===== src/logic/core_pkg.sv =====
package core_pkg;

    // data widths
    typedef logic [31:0] word_t;
    typedef logic [63:0] dword_t;
    typedef logic [4:0]  reg_addr_t;

    // decoded ops, one per issue slot
    typedef enum logic [3:0] {
        OP_NOP,
        OP_ADDU,
        OP_SUBU,
        OP_AND,
        OP_OR,
        OP_XOR,
        OP_SLT,
        OP_MULTU,
        OP_MADDU,
        OP_MSUBU,
        OP_MTHI,
        OP_MTLO,
        OP_MFHI,
        OP_MFLO
    } alu_op_t;

    // default issue width
    localparam int LANE_COUNT = 2;

    // reset values of architectural state
    localparam word_t  REG_RESET  = 32'h0;
    localparam dword_t HILO_RESET = 64'h0;

endpackage

===== src/logic/retire_merge.sv =====
`timescale 1ns/1ns

module retire_merge import core_pkg::*; #(
    parameter int NUM_LANES = LANE_COUNT
) (
    input  logic      [NUM_LANES-1:0] i_rf_wr,
    input  reg_addr_t [NUM_LANES-1:0] i_rf_addr,
    input  word_t     [NUM_LANES-1:0] i_rf_data,
    input  logic      [NUM_LANES-1:0] i_hi_wr,
    input  logic      [NUM_LANES-1:0] i_lo_wr,
    input  dword_t    [NUM_LANES-1:0] i_hilo_val,
    input  dword_t                    i_hilo_q,
    output logic      [NUM_LANES-1:0] o_wr_en,
    output reg_addr_t [NUM_LANES-1:0] o_wr_addr,
    output word_t     [NUM_LANES-1:0] o_wr_data,
    output logic                      o_hi_wr,
    output logic                      o_lo_wr,
    output dword_t                    o_hilo_next
);

    word_t hi_next;
    word_t lo_next;

    // drop a write when any younger lane hits the same register
    always_comb begin
        for (int i = 0; i < NUM_LANES; i++) begin
            o_wr_en[i] = i_rf_wr[i];
            for (int j = i + 1; j < NUM_LANES; j++) begin
                if (i_rf_wr[j] && (i_rf_addr[j] == i_rf_addr[i])) begin
                    o_wr_en[i] = 1'b0;
                end
            end
        end
    end

    assign o_wr_addr = i_rf_addr;
    assign o_wr_data = i_rf_data;

    // walk oldest to youngest, the last writer of each half wins
    always_comb begin
        hi_next = i_hilo_q[63:32];
        lo_next = i_hilo_q[31:0];
        o_hi_wr = 1'b0;
        o_lo_wr = 1'b0;
        for (int i = 0; i < NUM_LANES; i++) begin
            if (i_hi_wr[i]) begin
                hi_next = i_hilo_val[i][63:32];
                o_hi_wr = 1'b1;
            end
            if (i_lo_wr[i]) begin
                lo_next = i_hilo_val[i][31:0];
                o_lo_wr = 1'b1;
            end
        end
    end

    assign o_hilo_next = {hi_next, lo_next};

endmodule


===== config.mk =====
export PLATFORM = sky130hd
export DESIGN_NAME = retire_merge
export DESIGN_NICKNAME = d
export VERILOG_FILES = /design/src/logic/core_pkg.sv /design/src/logic/retire_merge.sv
export SDC_FILE = /design/constraint.sdc
export NUM_CORES = 1
export LEC_CHECK = 0
export BUFFER_PORTS_ARGS = -buffer_cell sky130_fd_sc_hd__buf_2
export CORE_AREA = 5 5 158 160
export DETAILED_ROUTE_END_ITERATION = 10
export DIE_AREA = 0 0 163 165
export SLEW_MARGIN = 20
export SYNTH_ARGS = -nofsm -noshare
export SYNTH_HDL_FRONTEND = slang
export SYNTH_SLANG_ARGS = --single-unit
export TNS_END_PERCENT = 100

===== constraint.sdc =====
create_clock -name vclk -period 0.8
set_input_delay 0.04 -clock vclk [all_inputs]
set_output_delay 0.04 -clock vclk [all_outputs]
set_load 0.005 [all_outputs]

======== After elaboration in Yosys (flattened, before gate mapping) ========
Index checks and enable logic that the tools add are counted.
word-level totals
  flip-flop bits (word level) ............. 0
  output and inout port bits .............. 142
  input port bits ......................... 272
operators by class
  reduce and logical (&&, ||, !) cells .... 1
  equal/unequal tests ..................... 1
  mux-type cells .......................... 9
operators by type and width
  kind                 count
  two-way mux 32 bit   4
  equality test 5 bit  1
  two-way mux 1 bit    5
  logical AND 1 bit    1

======== Longest topological paths before layout ========
  depth after elaboration ................. 3
  gate-level depth with buffers ........... 4
  gate-level depth less buffers ........... 3

======== Worst setup path after synthesis ========
Ideal clock, no wire load.
  path type ............................... input to output
  start point ............................. input port i_lo_wr[0]
  end point ............................... output port o_hilo_next[10]
  arrival ................................. 554 ps
  buffers on the path ..................... 2
  setup slack ............................. 206 ps
  cell stages on the path ................. 4
  cell sequence ........................... buf_6 buf_12 mux2i_1 o21ai_1
on the way
  longest elaborated chain between the ends .. 2
RTL lines
  element                          RTL line            RTL
  start, declared                  retire_merge.sv:10  input logic [NUM_LANES-1:0] i_lo_wr,
  two-way mux 32 bit (2 in a row)  retire_merge.sv:50  if (i_lo_wr[i]) begin
  end, declared                    retire_merge.sv:18  output dword_t o_hilo_next
No other way between the ends.

======== Final worst setup path ========
  start point ............................. input port i_rf_addr[6] (netlist bit)
  end point ............................... output port o_wr_en[0]
on the way
  longest elaborated chain between the ends .. 3
RTL lines
  element              RTL line            RTL
  start, declared      retire_merge.sv:7   input reg_addr_t [NUM_LANES-1:0] i_rf_addr,
  equality test 5 bit  retire_merge.sv:29  if (i_rf_wr[j] && (i_rf_addr[j] == i_rf_addr[i])) begin
  logical AND 1 bit    retire_merge.sv:29
  two-way mux 1 bit    retire_merge.sv:29
  end, declared        retire_merge.sv:13  output logic [NUM_LANES-1:0] o_wr_en,
No other way between the ends.

==> metrics.md <==
| Metric | Value |
|---|---|
| Initial antenna violation count | 1 |
| Global Route Usage Sum | 0.06657 |
| Period utilization | 1.056 |
| CP Launch Point | i_rf_addr[6] |
| CP peak stage delay | 0.26 ns |
| Layout fillers | 2705 |
| Commonest non-fill, non-tap cell in the layout | buf_2 |
| Largest net degree at the start of global routing | 46 |
| Number of global-route vias before repair | approximately 2700 |
| Register Area | 0 um^2 |
| Worst vdd ir | 0.1787 mV |
| Setup crit start kind | input pin |
| Cell Area, Placed | 0.003259 mm^2 |
| Number of synthesis warnings | 0 |
| Synthesized net count | 571 |
| CP Class | in -> out |
| Arrival time worst endpoint | 0.80 ns |
| Leakage power | 1.983 nW |
| WP depth | 5 |
| Initial Util | 0.08799 |
| # IOs | 414 |
| Critical path buffers and inverters | 2 |
| Setup WS post-layout | -0.04449 ns |
| Num sequential | 0 |
| Post-synth cell types | 15 |
| Outcome | finished with violations |
| Final nets | 781 |
| Most frequent cells in the layout | buf_2 (277), nand2_1 (64), mux2i_1 (58), o21ai_1 (58), buf_12 (10) |
| Area growth, synth to finish | 76.83% |
| Fmax | 1.184 GHz |
| Synth Cell Area | 0.002047 mm^2 |
| Routed WL | 11470 um |
| Placer Congestion | 0.7854 |
| Via density | ~3.3 |
| Worst setup path endpoint | o_wr_en[0] |
| Sum Neg Setup Slack | -0.04449 ns |
| DPL Wire Length | 9346 um |
| Power per cell area | 511.3 mW/mm^2 |
| CP endpoint kind | output port |
| Max-slew violations | 0 |
| Crit path max-delay family | simple AND/OR/NAND/NOR gates |
| WL per Instance | 13.89 um |
| Slowest cell on the critical path | nor4_1 |
| Slew margin rel. | 0.8538 |
| Port Buffers | around 290 |
| CLK BUF | 0 |
| Global route overflow | 0 |
| Max-cap violations | 0 |
| Post-DRT Antenna Nets | 0 |
| Row Count | 56 |
| Worst hold path type | in -> out |
| Worst slew pin tran | about 0.22 ns |
| DR iter-0 viols | 96 |
| Synthesized area per cell | a little under 7 um^2 |
| Gate Count Post-Synth | 299 |
| Cell area after layout | 0.003620 mm^2 |
| Final hold violation count | 0 |
| Failing checks | negative setup slack |
| Layout cells sized above 1 | 0.6193 |
| Crit-path cells | buf_6, xor2_1, nor4_1, a31oi_1, buf_2 |
| First-pass GRT wire length | roughly 14000 um |
| Die Wd | 163 um |
| DRC viols | 0 |
| # setup viols final | 1 |
| CP required | 0.76 ns |
| Via count | 2763 |
| RSZ-0062 raised after global routing | yes |
| Min cycle time layout | 0.8445 ns |
| Core box area | 0.02326 mm^2 |
| Sequential fraction of the synthesis area | 0 |
| Max Fanout on Critical Path | 2 |
| Die Height | 165 um |
| Pre-Repair DR Iteration Count | 4 |
| ANT cells | 0 |
| Die area | ~0.027 mm^2 |
worst min path at each step:
stage | startpoint | end | slack [ns] | cells past startpoint
3_5_place_dp | i_rf_data[14] | o_wr_data[14] | 0.08 | 0
6_report | i_rf_data[44] | o_wr_data[44] | 0.08 | 0
2_1_floorplan | i_rf_wr[0] | o_wr_en[0] | 0.15 | 2
3_3_place_gp | i_rf_data[14] | o_wr_data[14] | 0.08 | 0
5_1_grt | i_rf_data[38] | o_wr_data[38] | 0.08 | 0
4_1_cts | i_rf_data[14] | o_wr_data[14] | 0.08 | 0
cell families after synthesis:
group | Yosys count | share of synthesized area
buffers and inverters | 98 | 0.3796
and+or+nand+nor | 67 | 0.1265
AOI/OAI and AO/OA | 65 | 0.1595
muxes | 64 | 0.3130
xor gates and xnor gates | 5 | 0.02139
stage by stage:
stage          setup WS [ns]  utilization  hold slack (ns)  std cells  total power, mW
2_1_floorplan         0.2057            -           0.1473        299            1.009
3_3_place_gp         -0.1983       0.1401          0.08003        816            1.597
3_5_place_dp         -0.2043       0.1401          0.08003        816            1.616
4_1_cts             -0.07132       0.1487          0.08003        821            1.760
5_1_grt              -0.1528       0.1556          0.08001        826            2.034
6_report            -0.04449       0.1556          0.08000        826            1.851
repair_timing:
action / CTS / global route
buffers inserted: 1 / 0
cloned: 4 / 6
pin swaps: 5 / 5
gates resized for setup: 19 / 16
hold buffers: 0 / 0
endpoints found under the setup margin: 39 / 28
metal layers:
layer,vias up,GRT usage,share of wire
met5,-,0,0.0011
met4,2,0.02554,0.038
met3,38,0.02870,0.12
met2,178,0.1160,0.49
met1,1191,0.07143,0.34
li1,1354,-,-
cell usage after synthesis:
cell type	number	area, um^2
buf_6	2	22.52
or2_1	2	12.51
a31oi_1	1	6.260
mux2i_1	64	640.6
buf_2	12	60.06
buf_4	75	563.0
xor2_1	4	35.03
buf_12	6	120.1
o21ai_1	58	290.3
nand2_1	64	240.2
xnor2_1	1	8.760
inv_1	1	3.750
nor4_1	1	6.260
clkbuf_1	2	7.510
o21ai_0	6	30.03
power breakdown:
| part | switching, mW | leakage, nW | internal [mW] |
|---|---|---|---|
| logic | 0.776 | 1.98 | 1.07 |
| registers | 0 | 0 | 0 |
| clock network | 0 | 0 | 0 |
area by class of cell:
cell class / count / area (um^2) / share of cell area
Inverter: 1 / 3.754 / 0.001037
Timing Repair Buffer: 305 / 1896 / 0.5237
Tap cell: 319 / 399.1 / 0.1103
Multi-Input combinational cell: 201 / 1321 / 0.3650
No activity file was read; power rests on OpenSTA's default activity.
